**config.mk**
```make
export PLATFORM = sky130hd
export DESIGN_NAME = basic_op_unit
export DESIGN_NICKNAME = d
export VERILOG_FILES = /design/src/hdl/g729_ops_pkg.sv /design/src/hdl/basic_op_unit.sv /design/src/hdl/op_dispatch.sv /design/src/hdl/norm_l_iter.sv /design/src/hdl/l_shr_iter.sv /design/src/hdl/l_shl_iter.sv
export SDC_FILE = /design/constraint.sdc
export NUM_CORES = 1
export LEC_CHECK = 0
export BUFFER_PORTS_ARGS = -buffer_cell sky130_fd_sc_hd__buf_4
export CAP_MARGIN = 20
export CORE_MARGIN = 8
export CORE_UTILIZATION = 35
export CTS_BUF_LIST = sky130_fd_sc_hd__clkbuf_16
export CTS_CLUSTER_DIAMETER = 100
export DETAILED_ROUTE_END_ITERATION = 6
export HOLD_SLACK_MARGIN = 0.1
export PLACE_DENSITY = 0.6
export SLEW_MARGIN = 40
export SYNTH_ARGS = -nofsm -noshare
export SYNTH_HDL_FRONTEND = slang
export SYNTH_SLANG_ARGS = --single-unit
```
**constraint.sdc**
```tcl
create_clock -name clk -period 7 [get_ports clk]
set_clock_uncertainty 0.1 [all_clocks]
set_input_delay 0.7 -clock clk [delete_from_list [all_inputs] [get_ports clk]]
set_output_delay 0.7 -clock clk [all_outputs]
set_load 0.02 [all_outputs]
```
**src/hdl/g729_ops_pkg.sv**
```systemverilog
package g729_ops_pkg;

	////////////////////////////// widths
	// word sizes fixed by the codec
	localparam int WORD_W  = 32;  // Word32
	localparam int SHIFT_W = 16;  // Word16 shift count

	typedef logic signed [WORD_W-1:0]  word_t;   // operand and result word
	typedef logic signed [SHIFT_W-1:0] shift_t;  // signed shift count

	////////////////////////////// limits
	// saturation rails of L_ operators
	localparam word_t MAX_32 = 32'sh7fff_ffff;
	localparam word_t MIN_32 = 32'sh8000_0000;

	// doubling stays in range between these two
	localparam word_t SHL_SAFE_MAX = 32'sh3fff_ffff;
	localparam word_t SHL_SAFE_MIN = 32'shc000_0000;

	localparam word_t ALL_ONES = '1;  // -1
	localparam word_t NEG_SHIFT_RESULT = ALL_ONES;  // negative count answer

	// norm_l of all ones, also the largest legal count
	localparam word_t NORM_MAX = 32'sd31;

	////////////////////////////// opcodes
	// code 3 left unassigned, illegal
	typedef enum logic [1:0] {
		OP_L_SHL  = 2'd0,  // saturating left shift
		OP_L_SHR  = 2'd1,  // arithmetic right shift
		OP_NORM_L = 2'd2   // normalisation count
	} op_t;

endpackage
```
**src/hdl/basic_op_unit.sv**
```systemverilog
`timescale 1ns/100ps

module basic_op_unit (
	input  logic                 clk,
	input  logic                 reset,
	input  logic                 start,           // strobe
	input  g729_ops_pkg::op_t    op,
	input  g729_ops_pkg::word_t  var1,
	input  g729_ops_pkg::shift_t num_shift,
	input  logic                 clear_overflow,  // strobe
	output logic                 busy,
	output logic                 done,            // one cycle pulse
	output g729_ops_pkg::word_t  result,
	output logic                 overflow         // sticky
);
	import g729_ops_pkg::*;

	// per operator strobes and results
	logic  shl_ready;
	logic  shr_ready;
	logic  norm_ready;
	logic  shl_done;
	logic  shr_done;
	logic  norm_done;
	logic  shl_overflow;
	word_t shl_out;
	word_t shr_out;
	word_t norm_out;

	////////////////////////////// control
	op_dispatch dispatch_i (
		.clk            (clk),
		.reset          (reset),
		.start          (start),
		.op             (op),
		.clear_overflow (clear_overflow),
		.shl_done       (shl_done),
		.shl_overflow   (shl_overflow),
		.shl_out        (shl_out),
		.shr_done       (shr_done),
		.shr_out        (shr_out),
		.norm_done      (norm_done),
		.norm_out       (norm_out),
		.busy           (busy),
		.done           (done),
		.result         (result),
		.overflow       (overflow),
		.shl_ready      (shl_ready),
		.shr_ready      (shr_ready),
		.norm_ready     (norm_ready)
	);

	////////////////////////////// operators
	// operands fan out to all three, each latches on its own ready
	l_shl_iter shl_i (
		.clk       (clk),
		.reset     (reset),
		.ready     (shl_ready),
		.var1      (var1),
		.num_shift (num_shift),
		.done      (shl_done),
		.overflow  (shl_overflow),
		.out       (shl_out)
	);

	l_shr_iter shr_i (
		.clk       (clk),
		.reset     (reset),
		.ready     (shr_ready),
		.var1      (var1),
		.num_shift (num_shift),
		.done      (shr_done),
		.out       (shr_out)
	);

	norm_l_iter norm_i (
		.clk   (clk),
		.reset (reset),
		.ready (norm_ready),
		.var1  (var1),
		.done  (norm_done),
		.out   (norm_out)
	);

endmodule

```
**src/hdl/op_dispatch.sv**
```systemverilog
`timescale 1ns/100ps

module op_dispatch (
	input  logic                clk,
	input  logic                reset,
	input  logic                start,           // strobe, taken only when idle
	input  g729_ops_pkg::op_t   op,              // sampled with start
	input  logic                clear_overflow,  // strobe
	input  logic                shl_done,
	input  logic                shl_overflow,
	input  g729_ops_pkg::word_t shl_out,
	input  logic                shr_done,
	input  g729_ops_pkg::word_t shr_out,
	input  logic                norm_done,
	input  g729_ops_pkg::word_t norm_out,
	output logic                busy,
	output logic                done,            // one cycle after operator done
	output g729_ops_pkg::word_t result,          // held until next done
	output logic                overflow,        // sticky Overflow flag
	output logic                shl_ready,
	output logic                shr_ready,
	output logic                norm_ready
);
	import g729_ops_pkg::*;

	op_t   sel;        // operation in flight
	logic  op_legal;
	logic  accept;
	logic  sel_done;   // done of the selected operator
	word_t sel_out;
	logic  finish;
	logic  ovf_set;

	assign op_legal = op inside {OP_L_SHL, OP_L_SHR, OP_NORM_L};
	assign accept   = start && !busy && op_legal;  // code 3 dropped

	////////////////////////////// result select
	always_comb begin
		sel_done = 1'b0;
		sel_out  = shl_out;
		case (sel)
			OP_L_SHL: begin
				sel_done = shl_done;
				sel_out  = shl_out;
			end
			OP_L_SHR: begin
				sel_done = shr_done;
				sel_out  = shr_out;
			end
			OP_NORM_L: begin
				sel_done = norm_done;
				sel_out  = norm_out;
			end
			default: ;
		endcase
	end

	assign finish  = busy && sel_done;
	assign ovf_set = finish && (sel == OP_L_SHL) && shl_overflow;  // only shl saturates

	////////////////////////////// sequencing
	always_ff @(posedge clk) begin
		if (reset) begin
			busy       <= 1'b0;
			done       <= 1'b0;
			sel        <= OP_L_SHL;
			result     <= '0;
			overflow   <= 1'b0;
			shl_ready  <= 1'b0;
			shr_ready  <= 1'b0;
			norm_ready <= 1'b0;
		end else begin
			done       <= 1'b0;
			shl_ready  <= 1'b0;  // readies last one cycle
			shr_ready  <= 1'b0;
			norm_ready <= 1'b0;
			if (accept) begin
				busy       <= 1'b1;
				sel        <= op;
				shl_ready  <= op == OP_L_SHL;
				shr_ready  <= op == OP_L_SHR;
				norm_ready <= op == OP_NORM_L;
			end else if (finish) begin
				busy   <= 1'b0;
				done   <= 1'b1;
				result <= sel_out;
			end
			// set beats clear in the same cycle
			if (ovf_set)
				overflow <= 1'b1;
			else if (clear_overflow)
				overflow <= 1'b0;
		end
	end

	// operators only run one at a time
	one_done_a: assert property (@(posedge clk) disable iff (reset)
		$onehot0({shl_done, shr_done, norm_done}));
	legal_op_a: assert property (@(posedge clk) disable iff (reset)
		start && !busy |-> op_legal);
	// one ready at a time, never while an operator still reports done
	ready_onehot_a: assert property (@(posedge clk) disable iff (reset)
		(shl_ready || shr_ready || norm_ready) |->
			$onehot({shl_ready, shr_ready, norm_ready}) &&
			!(shl_done || shr_done || norm_done));

endmodule

```
**src/hdl/norm_l_iter.sv**
```systemverilog
`timescale 1ns/100ps

module norm_l_iter (
	input  logic                clk,
	input  logic                reset,
	input  logic                ready,      // start strobe, seen only in idle
	input  g729_ops_pkg::word_t var1,
	output logic                done,       // one cycle, out valid
	output g729_ops_pkg::word_t out         // shift count, zero extended
);
	import g729_ops_pkg::*;

	localparam int CNT_W = 6;  // one spare bit so an overrun is visible

	typedef enum logic {
		IDLE,
		NORM
	} state_t;

	state_t           state;
	word_t            val;   // shifted copy of var1
	logic [CNT_W-1:0] cnt;   // redundant sign bits seen so far
	logic             is_zero;
	logic             is_ones;
	logic             normed;

	assign is_zero = var1 == 0;
	assign is_ones = var1 == ALL_ONES;
	assign normed  = val[WORD_W-1] != val[WORD_W-2];  // top two bits differ

	////////////////////////////// control
	always_ff @(posedge clk) begin
		if (reset) begin
			state <= IDLE;
			done  <= 1'b0;
		end else begin
			done <= 1'b0;
			case (state)
				IDLE: begin
					if (ready && (is_zero || is_ones))
						done <= 1'b1;   // answered without a loop
					else if (ready)
						state <= NORM;
				end
				NORM: begin
					if (normed) begin
						done  <= 1'b1;
						state <= IDLE;
					end
				end
				default: state <= IDLE;
			endcase
		end
	end

	////////////////////////////// datapath
	always_ff @(posedge clk) begin
		case (state)
			IDLE: begin
				if (ready) begin
					val <= var1;
					cnt <= '0;
					if (is_zero)
						out <= '0;
					else if (is_ones)
						out <= NORM_MAX;    // codec returns 31 for -1
				end
			end
			NORM: begin
				if (normed)
					out <= {{(WORD_W-CNT_W){1'b0}}, cnt};
				else begin
					val <= val <<< 1;
					cnt <= cnt + 1'b1;
				end
			end
			default: ;
		endcase
	end

	// zero and -1 are kept out of the loop, so it ends by 30
	cnt_range_a: assert property (@(posedge clk) disable iff (reset)
		state == NORM |-> cnt <= NORM_MAX);

endmodule

```
**src/hdl/l_shr_iter.sv**
```systemverilog
`timescale 1ns/100ps

module l_shr_iter (
	input  logic                 clk,
	input  logic                 reset,
	input  logic                 ready,      // start strobe, seen only in idle
	input  g729_ops_pkg::word_t  var1,
	input  g729_ops_pkg::shift_t num_shift,
	output logic                 done,       // one cycle, out valid
	output g729_ops_pkg::word_t  out
);
	import g729_ops_pkg::*;

	typedef enum logic {
		IDLE,
		SHIFT
	} state_t;

	state_t state;
	word_t  val;        // value being halved
	shift_t cnt;        // shifts still owed
	logic   neg_count;
	logic   stop;

	assign neg_count = num_shift[SHIFT_W-1];

	// 0 and -1 are fixed points of >>>, so big counts end within 32 clocks
	assign stop = (cnt == 0) || (val == 0) || (val == ALL_ONES);

	////////////////////////////// control
	always_ff @(posedge clk) begin
		if (reset) begin
			state <= IDLE;
			done  <= 1'b0;
		end else begin
			done <= 1'b0;
			case (state)
				IDLE: begin
					if (ready && neg_count)
						done <= 1'b1;   // same convention as l_shl
					else if (ready)
						state <= SHIFT;
				end
				SHIFT: begin
					if (stop) begin
						done  <= 1'b1;
						state <= IDLE;
					end
				end
				default: state <= IDLE;
			endcase
		end
	end

	////////////////////////////// datapath
	always_ff @(posedge clk) begin
		case (state)
			IDLE: begin
				if (ready) begin
					val <= var1;
					cnt <= num_shift;
					if (neg_count)
						out <= NEG_SHIFT_RESULT;
				end
			end
			SHIFT: begin
				if (stop)
					out <= val;
				else begin
					val <= val >>> 1;             // sign fill
					cnt <= cnt - shift_t'(1);
				end
			end
			default: ;
		endcase
	end

endmodule

```
**src/hdl/l_shl_iter.sv**
```systemverilog
`timescale 1ns/100ps

module l_shl_iter (
	input  logic                 clk,
	input  logic                 reset,
	input  logic                 ready,      // start strobe, seen only in idle
	input  g729_ops_pkg::word_t  var1,
	input  g729_ops_pkg::shift_t num_shift,
	output logic                 done,       // one cycle, out valid
	output logic                 overflow,   // saturation pulse, rides with done
	output g729_ops_pkg::word_t  out
);
	import g729_ops_pkg::*;

	typedef enum logic {
		IDLE,
		SHIFT
	} state_t;

	state_t state;
	word_t  val;        // value being doubled
	shift_t cnt;        // doublings still owed
	logic   neg_count;
	logic   stop;       // nothing left to do
	logic   sat_pos;
	logic   sat_neg;

	assign neg_count = num_shift[SHIFT_W-1];

	// zero never overflows, so it stops right away
	assign stop    = (cnt == 0) || (val == 0);
	assign sat_pos = val > SHL_SAFE_MAX;  // next doubling passes MAX_32
	assign sat_neg = val < SHL_SAFE_MIN;  // next doubling passes MIN_32

	////////////////////////////// control
	always_ff @(posedge clk) begin
		if (reset) begin
			state    <= IDLE;
			done     <= 1'b0;
			overflow <= 1'b0;
		end else begin
			done     <= 1'b0;  // pulse by default
			overflow <= 1'b0;
			case (state)
				IDLE: begin
					if (ready && neg_count) begin
						done <= 1'b1;  // no shifting at all
					end else if (ready) begin
						state <= SHIFT;
					end
				end
				SHIFT: begin
					if (stop) begin
						done  <= 1'b1;
						state <= IDLE;
					end else if (sat_pos || sat_neg) begin
						done     <= 1'b1;  // early end on saturation
						overflow <= 1'b1;
						state    <= IDLE;
					end
				end
				default: state <= IDLE;
			endcase
		end
	end

	////////////////////////////// datapath
	always_ff @(posedge clk) begin
		case (state)
			IDLE: begin
				if (ready) begin
					val <= var1;       // latch operands
					cnt <= num_shift;
					if (neg_count)
						out <= NEG_SHIFT_RESULT;
				end
			end
			SHIFT: begin
				if (stop)
					out <= val;
				else if (sat_pos)
					out <= MAX_32;
				else if (sat_neg)
					out <= MIN_32;
				else begin
					val <= val <<< 1;             // one bit per clock
					cnt <= cnt - shift_t'(1);
				end
			end
			default: ;
		endcase
	end

	// saturation ends the operation on the rail of the value's sign
	ovf_with_done_a: assert property (@(posedge clk) disable iff (reset)
		overflow |-> done && (out == ((val < 0) ? MIN_32 : MAX_32)));
	// dispatcher cannot restart us back to back
	done_single_a: assert property (@(posedge clk) disable iff (reset)
		done |=> !done);

endmodule

```
# Word level (Yosys, flattened, before mapping)
# Cells that the tools add are included.
dict set report op_classes {
  add_sub_neg 3
  magnitude_cmp 2
  eq_ne 21
  n_mux 66
  bitwise 4
  n_reduce_logical 35
}
# op n
set op_table {}
lappend op_table {{32-bit two-way mux} 18}
lappend op_table {{32-bit case mux with 2 select lines} 7}
lappend op_table {{32-bit zero test} 5}
lappend op_table {{16-bit two-way mux} 6}
lappend op_table {{32-bit by 1-bit == test with 1-bit output (second input constant)} 2}
lappend op_table {{16-bit case mux with 2 select lines} 2}
lappend op_table {{32-bit by 31-bit greater-than comparator with 1-bit output (second input constant)} 1}
lappend op_table {{32-bit by 31-bit less-than comparator with 1-bit output (second input constant)} 1}
lappend op_table {{16-bit by 2-bit subtractor with 16-bit output (second input constant)} 2}
lappend op_table {{31-bit two-way mux} 1}
lappend op_table {{2-bit != test (second input constant)} 12}
lappend op_table {{1-bit two-way mux} 22}
lappend op_table {{6-bit two-way mux} 2}
lappend op_table {{1-bit case mux with 2 select lines} 6}
lappend op_table {{6-bit case mux with 2 select lines} 1}
lappend op_table {{3-bit AND reduction} 3}
lappend op_table {{1-bit logical AND} 8}
lappend op_table {{2-bit AND reduction} 4}
lappend op_table {{6-bit by 1-bit adder with 6-bit output (second input constant)} 1}
lappend op_table {{1-bit logical OR} 5}
lappend op_table {{2-bit by 1-bit == test with 1-bit output (second input constant)} 2}
lappend op_table {{2-bit == test (second input constant)} 2}
lappend op_table {{2-bit zero test} 2}
lappend op_table {{4-bit != test (second input constant)} 1}
lappend op_table {{10 further kinds} 15}
dict set report totals {
  reg_bits 277
  in_bits 54
  output_inout_bits 35
  wordCells 156
}

# Depth between registers and ports, before layout
dict set report depth {
  word_depth 6
  depth_mapped 9
  mapped_depth_nobuf 7
}

# Modules after synthesis
# Synthesis repeated with hierarchy kept, for this count alone.
dict set report hier_totals {
  cells_unflattened 949
  area_unflattened_um2 12124.1
}
# mod instances cells_per_inst area_each_um2 seq_area_each_um2
set modules_own_cells {}
lappend modules_own_cells {l_shl_iter 1 266 3776.1 2462.4}
lappend modules_own_cells {l_shr_iter 1 262 3751.1 2442.3}
lappend modules_own_cells {norm_l_iter 1 167 2311.0 1361.3}
lappend modules_own_cells {op_dispatch 1 254 2285.9 800.8}

# Worst setup path before layout
# Ideal clock, no wire load.
dict set report synth_path {
  kind {register -> register}
  startpoint {register shl_i.cnt[0]}
  endpoint {register shl_i.cnt[0] (enable)}
  setup_ns 0.520
  arrival_ns 4.842
  required_time_ns 6.380
  setup_slack_ns 1.538
  path_stages_with_launch 10
  n_path_buf 2
  period_less_slack_ns 5.462
  path_cell_list {edfxtp_1 -> inv_1 -> ha_1 -> nor3b_1 -> nand2_1 -> nor3_1 -> or2_1 -> buf_4 -> buf_6 -> o21ai_0}
}
dict set report synth_via {
  elab_chain_cells 4
}
# item line
set synth_lines {}
lappend synth_lines {{start, declared} l_shl_iter.sv:22} ;# shift_t cnt;
lappend synth_lines {{start signal, assigned} l_shl_iter.sv:73} ;# cnt <= num_shift;
lappend synth_lines {{start signal, assigned} l_shl_iter.sv:87} ;# cnt <= cnt - shift_t'(1);
lappend synth_lines {{32-bit zero test} l_shl_iter.sv:31} ;# assign stop = (cnt == 0) || (val == 0);
lappend synth_lines {{1-bit logical OR} l_shl_iter.sv:31}
lappend synth_lines {{2-bit != test (no line)} n/a}
lappend synth_lines {{4-bit AND reduction (no line)} n/a}
# Every way passes these cells.
# A chain may end at the register's enable or synchronous reset.

# Worst setup path in the final report
dict set report layout_path {
  startpoint {register shl_i.cnt[0]}
  endpoint {register shl_i.out[2] (enable)}
}
dict set report layout_via {
  elab_chain_cells 4
}
# item line
set layout_lines {}
lappend layout_lines {{32-bit zero test} l_shl_iter.sv:31}
lappend layout_lines {{1-bit logical OR} l_shl_iter.sv:31}
lappend layout_lines {{4-bit != test (no line)} n/a}
lappend layout_lines {{3-bit AND reduction (no line)} n/a}
lappend layout_lines {{end signal, assigned} l_shl_iter.sv:80} ;# out <= val;
lappend layout_lines {{end, declared} l_shl_iter.sv:11} ;# output g729_ops_pkg::word_t out
# Every way passes these cells.

==> flow_summary.ini <==
[status]
outcome = finished clean

[timing]
finalSetupViolCount = 0
setup_tns_ns = 0
period_share_pct = 51.2
hold_slack_ns = 0.261
min_period_ns = 3.58
rsz0062_at_grt = no
worst_pin_slew_ns = 0.788
hold_viol = 0
slew_headroom_pct = 47.5
finalMaxSlewViolations = 0
fmax_mhz = 279

[synth]
ys_types = 54
ys.flop_type = edfxtp_1
synth_nets = 943
yosys_warnings = 0
ys_seq_elements = 251
ys_top_cells_by_area = edfxtp_1, mux2_2, dfxtp_1
yosysSeqAreaShare_pct = 62.5
synth_area_leader_cell = edfxtp_1
synth_top_area_share_pct = 54.2
synth_common_cells = edfxtp_1, mux2_2, nor2_1
yosysMostFrequentCell = edfxtp_1
synth_area_um2 = 11300
synthArstFlopShare_pct = 0
synth_edf_count = 204
syn_area_per_cell_um2 = 12.8
syn_inst = 881

[routing]
wl_per_cell_um = 19.5
vias = 7233
first_iter_violations = 606
route.detailed.drc = 0
via_per_inst = 5.24
ant_nets = 0
drt_wl_total_mm = 26.9
drt_pass1_iterations = 5

[setup_path]
worst_r2r_endpoint = shl_i.out[2]
cp_cell_sequence = inv_1, ha_1, nor3b_1, nand2_1, nor3_1, or2_1, buf_4, a21o_2
worst_path_max_delay_cell = a21o_2
critPathCaptureType = register
cp-start-kind = register
cp-startpoint = shl_i.cnt[0]
r2r-start = shl_i.cnt[0]
cpPeakStageDelay_ns = 0.68
path_max_fanout = 37
critical_path_class = reg -> reg
endpoint = shl_i.out[2]
reg2regPathDepth = 8
r2r_setup_slack_ns = 3.42
worstPathRequired_ns = 7.07
cp_data_arrival_time_ns = 3.65

[final_layout]
area_delta_synth_final_pct = 17.5
num-fill-cells = 2968
fin_nets = 1019
drive_above_1_share_pct = 25.2
multiInputGateArea_um2 = 4000
seq_area_um2 = 7070
diodes = 0

[worst_hold_path]
min-delay-path-class = in -> reg

[clock_tree]
htree_levels = 1
cts_resized = 0
cts_buffer_depth = 3
clock-sinks = 251
clock_latency_ns = 0.56
post_cts_buffers = 0
cts_tree = yes
cts_root_buf = clkbuf_16
clkTransAtPathRegs_ns = 0.06
numCtsBuffers = 28
cts_hold_buf = 0

[global_route]
grt_pass1_vias = 7093
grt_usage_pct = 13.6
grt_pass1_wl_mm = 41.8
antenna_found_initial = 0
globalRouteOverflowTotal = 0
grt_max_degree = 98

[power_and_ir_drop]
ir_worst_vdd_v = 0.000181
leakagePower_nw = 4.19
power_mw = 3.25
p_per_area_nw_per_um2 = 245

[floorplan]
row_count = 65
start_util_pct = 35.7
die_h_um = 196
core_um2 = 31600
die_width_um = 196
ios = 89
dieArea_um2 = 38300

[placed_design]
place_congestion = 0.787
dpl.hpwl_mm = 18.5
portBuffers = 88

[job]
maxCapViolCount = 0
## how the worst min path moves through the flow
stage,start,end,slack (ns),cells after the start
floorplan,dispatch_i.norm_ready,norm_i.state,0.36,2
global route,op[1],dispatch_i.shr_ready,0.26,2
global placement,dispatch_i.result[0],dispatch_i.result[0],0.35,2
detailed placement,dispatch_i.result[1],dispatch_i.result[1],0.36,2
finish,op[1],dispatch_i.shr_ready,0.26,2
CTS,op[1],dispatch_i.shr_ready,0.24,2
## layout make-up
| type | instances | share of cell area (%) |
|---|---|---|
| clock inverter | 24 | 1.43 |
| timing repair buffer | 99 | 5.63 |
| multi-input combinational | 562 | 30.2 |
| sequential | 251 | 53.3 |
| clock buffer | 28 | 5.28 |
| tap | 402 | 3.79 |
| inverter | 15 | 0.424 |
## per-layer routing
layer | global-route usage, % | share of wire, %
met5 | 0 | 0
met4 | 3.14 | 1.3
met3 | 2.89 | 6.5
met2 | 19.7 | 42
met1 | 20.4 | 50
## flip-flops by register name (all words and copies together), names as in the netlist, 2 cells and up
register / cells
shl_i.val: 32
norm_i.cnt: 6
shr_i.out: 32
shl_i.cnt: 16
dispatch_i.sel: 2
norm_i.out: 6
norm_i.val: 32
shl_i.out: 32
dispatch_i.result: 32
shr_i.val: 32
shr_i.cnt: 16
## worst max-delay path: cells and delay by family (launching register included)
family	cells	cell delay, ns
DFF	1	0.44
buffers and inverters	2	0.43
adders and majority gates	1	0.17
and+or+nand+nor	4	1.39
AOI/OAI and AO/OA	1	0.68
## layout by cell type, fill, tap and decap left out, types with 3 or more instances in the layout
master,synthesis,layout
and2_1,3,3
a21o_1,31,30
nor2b_1,31,31
a311oi_1,26,26
edfxtp_1,204,204
mux2i_1,4,4
nor4b_1,3,3
ha_1,8,7
xor2_1,9,9
a22oi_1,6,6
nand3_1,4,4
clkbuf_16,0,28
nand4_1,22,22
nor3_1,35,35
clkinv_1,1,10
nor3b_1,4,4
o211ai_1,6,6
buf_4,1,98
o21ai_0,4,3
nor4_1,35,35
a21oi_1,41,41
mux2_2,93,93
a31oi_1,3,3
dfxtp_1,47,45
clkinv_2,0,3
nand2b_1,36,35
inv_1,14,19
nor2_1,77,76
nand2_1,33,33
xnor2_1,22,22
## report_power, final
group          internal (mW)  switching (mW)
registers               1.64          0.0199
logic                 0.0780           0.104
clock network          0.805           0.598
total                   2.53           0.722
## cells by family (layout without fill, tap and decap cells)
| family | count (synthesis) | in the layout | share of synthesized area [%] |
|---|---|---|---|
| simple gates | 297 | 297 | 14.1 |
| flops | 251 | 251 | 62.5 |
| compound gates | 129 | 129 | 7.90 |
| mux | 97 | 97 | 9.62 |
| buf+inv | 68 | 166 | 2.52 |
| xor+xnor | 31 | 31 | 2.40 |
| fa+ha+maj | 8 | 8 | 0.886 |
## stage by stage
step | util [%] | area (um2) | cells | worst slack [ns]
after floorplan | - | 11300 | 881 | 1.54
after global placement | 39.0 | 12400 | 1328 | 3.16
after detailed placement | 39.1 | 12400 | 1329 | 3.41
after CTS | 41.9 | 13300 | 1381 | 3.38
after global routing | 41.9 | 13300 | 1381 | 3.15
final | 41.9 | 13300 | 1381 | 3.42
No activity file was read; power rests on OpenSTA's default activity.
